===== config.mk =====
export PLATFORM = sky130hd
export DESIGN_NAME = enc_speed_top
export DESIGN_NICKNAME = d
export VERILOG_FILES = /design/src/enc_pkg.sv /design/src/enc_edge_timer.sv /design/src/enc_quad_decoder.sv /design/src/enc_quad_period.sv /design/src/enc_speed_top.sv
export SDC_FILE = /design/constraint.sdc
export NUM_CORES = 1
export LEC_CHECK = 0
export BUFFER_PORTS_ARGS = -buffer_cell sky130_fd_sc_hd__buf_2
export CAP_MARGIN = 15
export CORE_MARGIN = 5
export CORE_UTILIZATION = 30
export DETAILED_ROUTE_END_ITERATION = 6
export PLACE_DENSITY = 0.48
export SLEW_MARGIN = 20
export SYNTH_ARGS = -nofsm -noshare
export SYNTH_HDL_FRONTEND = slang
export SYNTH_HIERARCHICAL = 1
export SYNTH_SLANG_ARGS = --single-unit
export TNS_END_PERCENT = 30

===== constraint.sdc =====
create_clock -name clk_fast -period 5.6 [get_ports clk_fast]
set_clock_uncertainty 0.15 [all_clocks]
set_input_delay 1.68 -clock clk_fast [delete_from_list [all_inputs] [get_ports clk_fast]]
set_output_delay 1.68 -clock clk_fast [all_outputs]
set_load 0.05 [all_outputs]

===== src/enc_pkg.sv =====
// shared widths, typedefs, period sentinel and edge-source enum for the encoder speed core

package enc_pkg;

    // ------------------------------------------------------------------------
    // widths
    // ------------------------------------------------------------------------
    localparam int pos_width    = 32;   // signed encoder position
    localparam int tick_width   = 16;   // signed cycle count per edge kind
    localparam int period_width = 2 * tick_width;  // {running, latched}

    // synchronizer depth on the raw encoder lines
    localparam int sync_stages = 2;

    // ------------------------------------------------------------------------
    // types
    // ------------------------------------------------------------------------
    typedef logic signed [pos_width-1:0]  pos_t;         // position in quadrature steps
    typedef logic signed [tick_width-1:0] tick_count_t;  // clk_fast cycles between edges
    typedef logic [period_width-1:0]      period_t;      // upper running, lower latched

    // overflow / direction-change marker, also where the counter parks
    localparam tick_count_t period_sat = 16'h8000;

    // which edge kind came last, order matches pulse priority
    typedef enum logic [1:0] {
        src_a_rise = 2'd0,
        src_a_fall = 2'd1,
        src_b_rise = 2'd2,
        src_b_fall = 2'd3
    } edge_src_e;

endpackage


===== src/enc_edge_timer.sv =====
// period timer for one edge kind: signed saturating cycle counter, direction check and latch
`timescale 1ns/100ps
`default_nettype none

module enc_edge_timer
    import enc_pkg::*;
(
    input  logic        clk_fast,
    input  logic        reset,       // async, active low
    input  logic        edge_pulse,  // own edge kind, one cycle
    input  logic        step_dir,    // direction of this edge
    output tick_count_t running,     // cycles since last own edge
    output tick_count_t latched      // result of last full interval
);

    // ------------------------------------------------------------------------
    // stored direction
    // ------------------------------------------------------------------------
    logic dir_q;        // direction seen at previous own edge
    logic dir_flip;     // reversal inside this interval
    logic at_sat;       // counter parked at sentinel

    assign dir_flip = step_dir != dir_q;
    assign at_sat   = running == period_sat;

    always_ff @(posedge clk_fast or negedge reset) begin
        if (!reset) begin
            dir_q <= 1'b1;   // forward
        end else if (edge_pulse) begin
            dir_q <= step_dir;
        end
    end

    // ------------------------------------------------------------------------
    // cycle counter
    // ------------------------------------------------------------------------
    // counts toward +/- full scale by stored dir; either way the next value
    // past the end is 16'h8000, where it stops until the next own edge
    always_ff @(posedge clk_fast or negedge reset) begin
        if (!reset) begin
            running <= '0;
        end else if (edge_pulse) begin
            running <= '0;                    // restart interval
        end else if (!at_sat) begin
            running <= dir_q ? running + tick_count_t'(1)
                             : running - tick_count_t'(1);
        end
    end

    // ------------------------------------------------------------------------
    // latch
    // ------------------------------------------------------------------------
    always_ff @(posedge clk_fast or negedge reset) begin
        if (!reset) begin
            latched <= '0;
        end else if (edge_pulse) begin
            if (dir_flip) begin
                latched <= period_sat;   // speed meaningless across a reversal
            end else begin
                latched <= running;      // already period_sat if too slow
            end
        end
    end

    // once parked, the counter only leaves through a restart
    a_no_step_past_sat: assert property (
        @(posedge clk_fast) disable iff (!reset)
        at_sat |=> (running == period_sat) || (running == '0)
    ) else $error("period counter stepped past saturation");

endmodule

`default_nettype wire


===== src/enc_quad_decoder.sv =====
// quadrature decoder with line synchronizer, edge pulses, step direction, position and error flag
`timescale 1ns/100ps
`default_nettype none

module enc_quad_decoder
    import enc_pkg::*;
(
    input  logic clk_fast,
    input  logic reset,       // async, active low
    input  logic a,           // raw encoder line a
    input  logic b,           // raw encoder line b
    output logic a_rise,      // one-cycle edge pulses
    output logic a_fall,
    output logic b_rise,
    output logic b_fall,
    output logic step_dir,    // 1 = forward, valid with a pulse
    output logic dir,         // direction of last legal step
    output pos_t position,
    output logic enc_error    // sticky until reset
);

    // ------------------------------------------------------------------------
    // synchronizer and previous-value register
    // ------------------------------------------------------------------------
    logic [sync_stages-1:0] a_sync;   // [sync_stages-1] is the usable level
    logic [sync_stages-1:0] b_sync;
    logic                   a_prev;
    logic                   b_prev;

    logic a_s;      // synchronized a
    logic b_s;      // synchronized b
    logic a_chg;
    logic b_chg;
    logic step;     // one legal edge this cycle
    logic illegal;  // both lines moved at once

    always_ff @(posedge clk_fast or negedge reset) begin
        if (!reset) begin
            a_sync <= '0;
            b_sync <= '0;
            a_prev <= 1'b0;
            b_prev <= 1'b0;
        end else begin
            a_sync <= {a_sync[sync_stages-2:0], a};  // shift in raw line
            b_sync <= {b_sync[sync_stages-2:0], b};
            a_prev <= a_s;
            b_prev <= b_s;
        end
    end

    assign a_s = a_sync[sync_stages-1];
    assign b_s = b_sync[sync_stages-1];

    // ------------------------------------------------------------------------
    // edge and direction decode
    // ------------------------------------------------------------------------
    assign a_chg   = a_s ^ a_prev;
    assign b_chg   = b_s ^ b_prev;
    assign illegal = a_chg & b_chg;
    assign step    = a_chg ^ b_chg;    // exactly one line moved

    // double change gives no pulse at all
    assign a_rise = a_chg & ~b_chg &  a_s;
    assign a_fall = a_chg & ~b_chg & ~a_s;
    assign b_rise = b_chg & ~a_chg &  b_s;
    assign b_fall = b_chg & ~a_chg & ~b_s;

    // a leads b: a edge with lines now unequal, or b edge with lines now equal
    assign step_dir = a_chg ? (a_s ^ b_s) : ~(a_s ^ b_s);

    // ------------------------------------------------------------------------
    // position, direction, error
    // ------------------------------------------------------------------------
    always_ff @(posedge clk_fast or negedge reset) begin
        if (!reset) begin
            position  <= '0;
            dir       <= 1'b1;   // forward after reset
            enc_error <= 1'b0;
        end else begin
            if (step) begin
                position <= step_dir ? position + pos_t'(1) : position - pos_t'(1);
                dir      <= step_dir;
            end
            if (illegal) begin
                enc_error <= 1'b1;   // sticky
            end
        end
    end

    // error only clears through reset
    a_error_sticky: assert property (
        @(posedge clk_fast) disable iff (!reset)
        !$fell(enc_error)
    ) else $error("enc_error dropped without reset");

endmodule

`default_nettype wire


===== src/enc_quad_period.sv =====
// four edge-kind period timers, last-edge source tracking and registered period word
`timescale 1ns/100ps
`default_nettype none

module enc_quad_period
    import enc_pkg::*;
(
    input  logic    clk_fast,
    input  logic    reset,      // async, active low
    input  logic    a_rise,
    input  logic    a_fall,
    input  logic    b_rise,
    input  logic    b_fall,
    input  logic    step_dir,   // forward when high
    output period_t period      // {running, latched} of latest edge kind
);

    // ------------------------------------------------------------------------
    // per-edge timers
    // ------------------------------------------------------------------------
    logic [3:0]  edge_pulses;   // bit order follows edge_src_e
    tick_count_t running [4];
    tick_count_t latched [4];

    assign edge_pulses = {b_fall, b_rise, a_fall, a_rise};

    for (genvar i = 0; i < 4; i++) begin : g_timer
        enc_edge_timer i_timer (
            .clk_fast   (clk_fast),
            .reset      (reset),
            .edge_pulse (edge_pulses[i]),
            .step_dir   (step_dir),
            .running    (running[i]),
            .latched    (latched[i])
        );
    end

    // ------------------------------------------------------------------------
    // latest edge source
    // ------------------------------------------------------------------------
    edge_src_e edge_src;

    always_ff @(posedge clk_fast or negedge reset) begin
        if (!reset) begin
            edge_src <= src_a_rise;
        end else if (a_rise) begin   // a_rise wins if ever more than one
            edge_src <= src_a_rise;
        end else if (a_fall) begin
            edge_src <= src_a_fall;
        end else if (b_rise) begin
            edge_src <= src_b_rise;
        end else if (b_fall) begin
            edge_src <= src_b_fall;
        end
    end

    // ------------------------------------------------------------------------
    // period word
    // ------------------------------------------------------------------------
    // one cycle behind the timer latch, so the new edge's result is picked up
    always_ff @(posedge clk_fast or negedge reset) begin
        if (!reset) begin
            period <= '0;
        end else begin
            period <= {running[edge_src], latched[edge_src]};
        end
    end

    // decoder must never present two edges at once
    a_single_edge: assert property (
        @(posedge clk_fast) disable iff (!reset)
        $onehot0(edge_pulses)
    ) else $error("more than one edge pulse in a cycle");

endmodule

`default_nettype wire


===== src/enc_speed_top.sv =====
// encoder speed top level: quadrature decoder feeding the period measurement block
`timescale 1ns/100ps
`default_nettype none

module enc_speed_top
    import enc_pkg::*;
(
    input  logic    clk_fast,
    input  logic    reset,       // async, active low
    input  logic    a,           // raw encoder lines
    input  logic    b,
    output pos_t    position,
    output logic    dir,         // 1 = forward
    output logic    enc_error,   // sticky
    output period_t period
);

    // decoder to period block
    logic a_rise;
    logic a_fall;
    logic b_rise;
    logic b_fall;
    logic step_dir;

    enc_quad_decoder i_decoder (
        .clk_fast  (clk_fast),
        .reset     (reset),
        .a         (a),
        .b         (b),
        .a_rise    (a_rise),
        .a_fall    (a_fall),
        .b_rise    (b_rise),
        .b_fall    (b_fall),
        .step_dir  (step_dir),
        .dir       (dir),
        .position  (position),
        .enc_error (enc_error)
    );

    enc_quad_period i_period (
        .clk_fast (clk_fast),
        .reset    (reset),
        .a_rise   (a_rise),
        .a_fall   (a_fall),
        .b_rise   (b_rise),
        .b_fall   (b_fall),
        .step_dir (step_dir),
        .period   (period)
    );

endmodule

`default_nettype wire


After elaboration in Yosys (flattened, before gate mapping)
Cells that the tools add are included.
{ "word_totals": {"word_cells": 90, "output_inout_bits": 66, "in_bits": 4, "reg_bits": 206} }
{ "classes": {"bitwise_logic": 17, "n_mux": 28, "addsub": 10, "n_lt_le_gt_ge": 1, "reduce_logical": 1, "n_eq_ne": 12} }
{ "op_table": {"columns": ["op", "n"], "rows": [
  ["$mux 16", 20],
  ["$add 16x2->16 const B", 4],
  ["$bmux 16 s2", 2],
  ["$eq 16x16->1 const B", 4],
  ["$sub 16x2->16 const B", 4],
  ["$add 32x2->32 const B", 1],
  ["$mux 32", 1],
  ["$sub 32x2->32 const B", 1],
  ["$mux 2", 4],
  ["$ne 2x2->1 const B", 4],
  ["$and 1x1->1", 7],
  ["$not 1->1", 5],
  ["$ne 1x1->1", 4],
  ["$reduce_bool 4->1", 1],
  ["$xor 1x1->1", 4],
  ["$ge 3x3->1 const B", 1],
  ["$not 2->3", 1],
  ["$mux 1", 1]
]} }

Longest topological paths before layout
{ "logic_depth": {"depth_word": 8, "ltp_mapped": 14, "ltp_nobuf": 10} }

Hierarchy
The synthesis kept the hierarchy.
{ "by_module_without_submodules": {"columns": ["module", "area_each_um2", "instances", "seq_area_each_um2", "cells_each"], "rows": [
  ["enc_edge_timer", 1935.6, 4, 827.0, 214],
  ["enc_quad_decoder", 2936.6, 1, 1002.2, 342],
  ["enc_quad_period", 1699.1, 1, 850.8, 79]
]} }

Least setup slack after synthesis
No wires, ideal clock.
{ "synth_path": {"kind": "register -> register", "start": "reg i_decoder.a_prev", "end": "reg i_decoder.position[30]", "t_required_ns": 5.307, "n_path_buf": 4, "setup_ns": 0.143, "arrival_ns": 3.522, "synth_period_minus_slack_ns": 3.815, "slack_ns": 1.785, "stages_incl_launch_ff": 15, "cell_sequence": "dfrtp_1 xor2_2 inv_2 clkbuf_1 clkbuf_1 buf_1 xnor2_1 ha_1 clkbuf_1 nand2_1 nor3_1 nand2_1 a2111oi_2 mux2i_1 xnor2_1"} }
{ "synth_via": {"elab_chain_len": 3, "word_cells_on_any_way": 4, "cone_classes": "mux: 2; bitwise: 2"} }
{ "synth_lines": {"columns": ["item", "line_no", "source"], "rows": [
  ["start, declared", "enc_quad_decoder.sv:27", "logic a_prev;"],
  ["start signal, assigned", "enc_quad_decoder.sv:46", "a_prev <= a_s;"],
  ["$xor 1x1->1", "enc_quad_decoder.sv:57", "assign a_chg = a_s ^ a_prev;"],
  ["$mux 1", "enc_quad_decoder.sv:69", "assign step_dir = a_chg ? (a_s ^ b_s) : ~(a_s ^ b_s);"],
  ["net step_dir", "enc_speed_top.sv:23", "logic step_dir;"],
  ["$mux 32", "enc_quad_decoder.sv:81", "position <= step_dir ? position + pos_t'(1) : position - pos_t'(1);"],
  ["end signal, assigned", "enc_quad_decoder.sv:81", null],
  ["end, declared", "enc_quad_decoder.sv:18", "output pos_t position,"]
]} }
The timed path passes the listed nets, and every way through them passes these cells.
A chain may end at the register's enable or synchronous reset.

Final worst setup path
{ "layout_path": {"start": "reg i_decoder.position[22]", "end": "out position[22]"} }
{ "layout_lines": {"columns": ["item", "line_no", "source"], "rows": [
  ["end, declared", "enc_speed_top.sv:12", "output pos_t position,"]
]} }
No word-level cell between the ends.

==> results.rst <==
.. list-table::
   :header-rows: 1

   * - Metric
     - Value
   * - Clock network latency to the later pin of the worst-skew pair
     - around 0.53 ns
   * - Vias in the first global route
     - 9,573
   * - Buffer and inverter count on the worst path
     - 1
   * - Async S/R FF share, synth
     - 100%
   * - Minimum setup slack among reg-to-reg paths
     - 2.37 ns
   * - Area of the mapped netlist
     - 12,400 um2
   * - Share of total power in sequential cells
     - a little under a third
   * - Number of hold violations in the final report
     - 0
   * - Number of antenna violations at the first check in global routing
     - 0
   * - Row cnt
     - 74
   * - Post-synth net total
     - 1,345
   * - Remaining max-slew budget at the tightest pin
     - 33.6%
   * - Antenna diode count
     - 0
   * - Core area
     - 40,800 um2
   * - CTS tree
     - yes
   * - Count of flip-flops with a built-in enable after synthesis
     - 0
   * - Global router's overall resource usage
     - 15.4%
   * - Critical R2R Capture
     - i_decoder/position[27]$_DFFE_PN0P_
   * - Setup repair after global routing missed its margin
     - false
   * - Clock Sink Count
     - 206
   * - Critical path startpoint category
     - flop
   * - Category of the worst setup path capture point
     - output port
   * - Area of the multi-input gates
     - ~6500 um2
   * - Synth Warn #
     - 6
   * - Post-CTS setup buffer count
     - 0
   * - Hold buffer count at CTS
     - 0
   * - Average detailed-routed wire length per instance
     - 18.9 um
   * - Post-cts resize count
     - 0
   * - Sequential element share of the synthesized area
     - 41.7%
   * - Synthesis-stage register bit count
     - between 200 and 250
   * - Classification of the worst setup path
     - reg -> out
   * - Die width
     - 213 um
   * - Maximum fanout along the worst path
     - 12
   * - Total negative slack for setup checks
     - 0 ns
   * - Top cells by instance count after synthesis
     - sky130_fd_sc_hd__dfrtp_1, sky130_fd_sc_hd__nand2_1, sky130_fd_sc_hd__o21ai_0
   * - Via density per instance
     - between 5 and 6
   * - # Max-Cap Violations
     - 0
   * - Worst-path clk slew
     - ~0.06 ns
   * - Critical register-to-register path startpoint
     - i_decoder/b_sync[1]$_DFF_PN0_
   * - Share of the clock period used by the worst path after layout
     - 60.6%
   * - Remaining global-route overflow
     - 0
   * - Register Area
     - 5160 um2
   * - Fraction of power spent switching nets
     - a little under half
   * - Area contributors post-synth
     - sky130_fd_sc_hd__dfrtp_1, sky130_fd_sc_hd__ha_1, sky130_fd_sc_hd__mux4_2
   * - Worst slack at placement
     - 2.41 ns
   * - Post-layout worst setup margin
     - 2.21 ns
   * - R2r worst-path depth
     - 7
   * - Chip height
     - between 200 and 250 um
   * - CTS H-tree lvls
     - 1
   * - Synth unique cells
     - 69
   * - Final weighted congestion in routability-driven placement
     - 0.862
   * - Maximum clock frequency
     - 295 MHz
   * - Worst endpoint data arrival time
     - about 1.6 ns
   * - Floorplan die area
     - 45,400 um2
   * - Layout overhead on the synthesized area
     - 13.5%
   * - Starting DRC count in detailed routing
     - 788
   * - Lkg Pwr
     - 6.03 nW
   * - Internal Dissipation
     - 5.31 mW
   * - Clock network fraction of total power
     - 17.8%
   * - Worst-margin pin slew
     - around 1 ns
   * - Global-route wire length before repair
     - 55,900 um
   * - Power density cells
     - between 700 and 800 nW/um2
   * - Nets
     - 1,375
   * - Origin of the worst setup path
     - i_decoder/position[22]$_DFFE_PN0P_
   * - Area share of the largest cell type after synthesis
     - between 40% and 50%
   * - Share of cells above drive strength 1
     - between 15 and 20%
   * - Chain of cells forming the critical path
     - buf_2
   * - Cell class contributing the biggest share of worst-path delay
     - flip-flops
   * - Maximum number of pins on one net before global-route repair
     - 134
   * - Required time at the worst-slack endpoint
     - 3.77 ns
   * - Number of max-slew violations in the final report
     - 0
   * - Outcome
     - finished clean
   * - Maximum buffer depth of the clock tree
     - 3
   * - Cell type with the largest total area after synthesis
     - sky130_fd_sc_hd__dfrtp_1
   * - Combinational cell fraction of total power
     - 51.3%
   * - Hold_sp
     - i_decoder/a_sync[0]$_DFF_PN0_
   * - Post-DRT Antenna Nets
     - 0
   * - Total DRC errors in the routed layout
     - 0
   * - I/O pin cnt
     - 70
   * - Synthesized instance count
     - 1,277
   * - Worst-case hold path end point
     - i_decoder/a_sync[1]$_DFF_PN0_
   * - VDD IR max
     - 0.253 mV
   * - Detail Placement HPWL
     - about 24,000 um
   * - CTS buffer count
     - 26
   * - WHS Path Cells
     - 0
   * - Post-synthesis average cell area
     - 9.69 um2
   * - PortBufs
     - 69
   * - Final critical-path required period
     - 3.39 ns
   * - Top FF cell, synth
     - sky130_fd_sc_hd__dfrtp_1
   * - Biggest cell delay along the critical path
     - about 0.66 ns
   * - Initial cell density of the core
     - 30.3%
   * - Filler cells
     - 4,232
   * - Type of the most critical hold path
     - reg -> reg
   * - Cell type of the slowest stage on the worst timing path
     - sky130_fd_sc_hd__dfrtp_1
   * - Setup violation total in the final timing report
     - 0
   * - Wirelength, routed
     - 35,100 um
   * - Iteration count of the initial detailed-routing pass
     - 5
   * - Most instantiated library cell after synthesis
     - sky130_fd_sc_hd__dfrtp_1
   * - Vias post-DR
     - 9,739
   * - Switch Pwr
     - 4.72 mW
   * - Buffer type at the clock tree root
     - sky130_fd_sc_hd__clkbuf_16
-- layout by cell type, fill, tap and decap left out, types with 5 or more instances in the layout --
| cell type | netlist | routed |
|---|---|---|
| sky130_fd_sc_hd__and3_1 | 13 | 13 |
| sky130_fd_sc_hd__nor2b_1 | 14 | 14 |
| sky130_fd_sc_hd__buf_2 | 23 | 68 |
| sky130_fd_sc_hd__o21ai_0 | 97 | 97 |
| sky130_fd_sc_hd__clkbuf_16 | 0 | 27 |
| sky130_fd_sc_hd__nand4_1 | 27 | 27 |
| sky130_fd_sc_hd__and4_1 | 5 | 5 |
| sky130_fd_sc_hd__and2_1 | 14 | 14 |
| sky130_fd_sc_hd__xnor2_1 | 45 | 45 |
| sky130_fd_sc_hd__nor2_1 | 96 | 96 |
| sky130_fd_sc_hd__ha_1 | 60 | 60 |
| sky130_fd_sc_hd__a31o_2 | 11 | 11 |
| sky130_fd_sc_hd__nor3_1 | 40 | 40 |
| sky130_fd_sc_hd__a211oi_1 | 5 | 5 |
| sky130_fd_sc_hd__nand2_1 | 111 | 111 |
| sky130_fd_sc_hd__buf_4 | 0 | 11 |
| sky130_fd_sc_hd__a21o_1 | 30 | 30 |
| sky130_fd_sc_hd__nand2b_1 | 5 | 5 |
| sky130_fd_sc_hd__or2_2 | 7 | 7 |
| sky130_fd_sc_hd__a31oi_1 | 5 | 5 |
| sky130_fd_sc_hd__inv_1 | 81 | 81 |
| sky130_fd_sc_hd__clkbuf_1 | 46 | 7 |
| sky130_fd_sc_hd__dfrtp_1 | 201 | 200 |
| sky130_fd_sc_hd__o211ai_1 | 6 | 6 |
| sky130_fd_sc_hd__clkbuf_8 | 0 | 5 |
| sky130_fd_sc_hd__nor4_1 | 28 | 28 |
| sky130_fd_sc_hd__o211a_1 | 8 | 8 |
| sky130_fd_sc_hd__mux2i_1 | 18 | 18 |
| sky130_fd_sc_hd__nand3_1 | 36 | 36 |
| sky130_fd_sc_hd__mux4_2 | 29 | 29 |
| sky130_fd_sc_hd__xor2_1 | 37 | 37 |
| sky130_fd_sc_hd__dfstp_2 | 5 | 5 |
| sky130_fd_sc_hd__a21oi_1 | 66 | 66 |
| sky130_fd_sc_hd__or4_1 | 10 | 10 |
| sky130_fd_sc_hd__o21a_1 | 10 | 10 |
| sky130_fd_sc_hd__nor4b_1 | 9 | 9 |
-- per-layer routing --
metal | track usage, % | up-vias | routed length [um]
li1 | - | 4644 | -
met1 | 22.8 | 4827 | 16700
met2 | 24.2 | 229 | 16000
met3 | 1.94 | 39 | 1650
met4 | 3.20 | 0 | 663
met5 | 0 | - | 0
-- how the worst max path moves through the flow --
| stage | to | slack (ns) | cells past startpoint |
|---|---|---|---|
| 2_1_floorplan | i_decoder/position[30]$_DFFE_PN0P_ | 1.79 | 14 |
| 6_report | position[22] | 2.21 | 1 |
| 3_5_place_dp | i_decoder/position[27]$_DFFE_PN0P_ | 2.41 | 7 |
| 3_3_place_gp | i_decoder/position[27]$_DFFE_PN0P_ | 2.48 | 7 |
| 4_1_cts | position[22] | 2.22 | 1 |
| 5_1_grt | i_decoder/position[27]$_DFFE_PN0P_ | 2.10 | 7 |
-- kinds of logic after synthesis --
| kind of cell | after synthesis | share of synthesized area [%] |
|---|---|---|
| adders and majority gates | 64 | 6.71 |
| and+or+nand+nor | 425 | 17.0 |
| AOI/OAI and AO/OA | 284 | 15.4 |
| DFF | 206 | 41.7 |
| xor gates and xnor gates | 83 | 5.93 |
| muxes | 54 | 7.73 |
| buffers and inverters | 161 | 5.57 |
-- power by group through the flow --
stage	clock network [mW]	registers [mW]	logic (mW)
floorplan	0	3.28	3.65
global placement	0	3.11	5.14
detailed placement	0	3.10	5.14
CTS	1.84	3.09	5.17
global route	1.91	3.19	5.72
finish	1.79	3.10	5.15
-- sequential cells by signal (all words and copies together) (netlist names), 2 cells and up --
name,flops
i_period/g_timer.i_timer/latched,64
i_period/g_timer.i_timer/running,64
i_decoder/position,32
i_period/period,32
i_period/g_timer.i_timer/dir_q,4
i_decoder/a_sync,2
i_decoder/b_sync,2
i_period/edge_src,2
-- final cells by class --
cell class              instances  share of cell area [%]
clock inverters                 9                    1.05
well taps                     532                    4.74
flip-flops and latches        206                    36.8
multi-input cells             910                    46.5
repair buffers                 81                    3.31
inverters                      82                    2.19
clock buffers                  39                    5.49
-- stage by stage --
stage	area [um2]	total power [mW]	utilization, %	instances	hold WS (ns)
CTS	14000	10.1	34.3	1858	0.222
floorplan	12400	6.92	-	1277	0.181
detailed placement	13100	8.24	32.1	1810	0.210
global placement	13100	8.25	32.1	1810	0.201
global route	14000	10.8	34.4	1859	0.221
finish	14000	10.0	34.4	1859	0.212
Note: power is estimated with default switching activity, not from simulation.
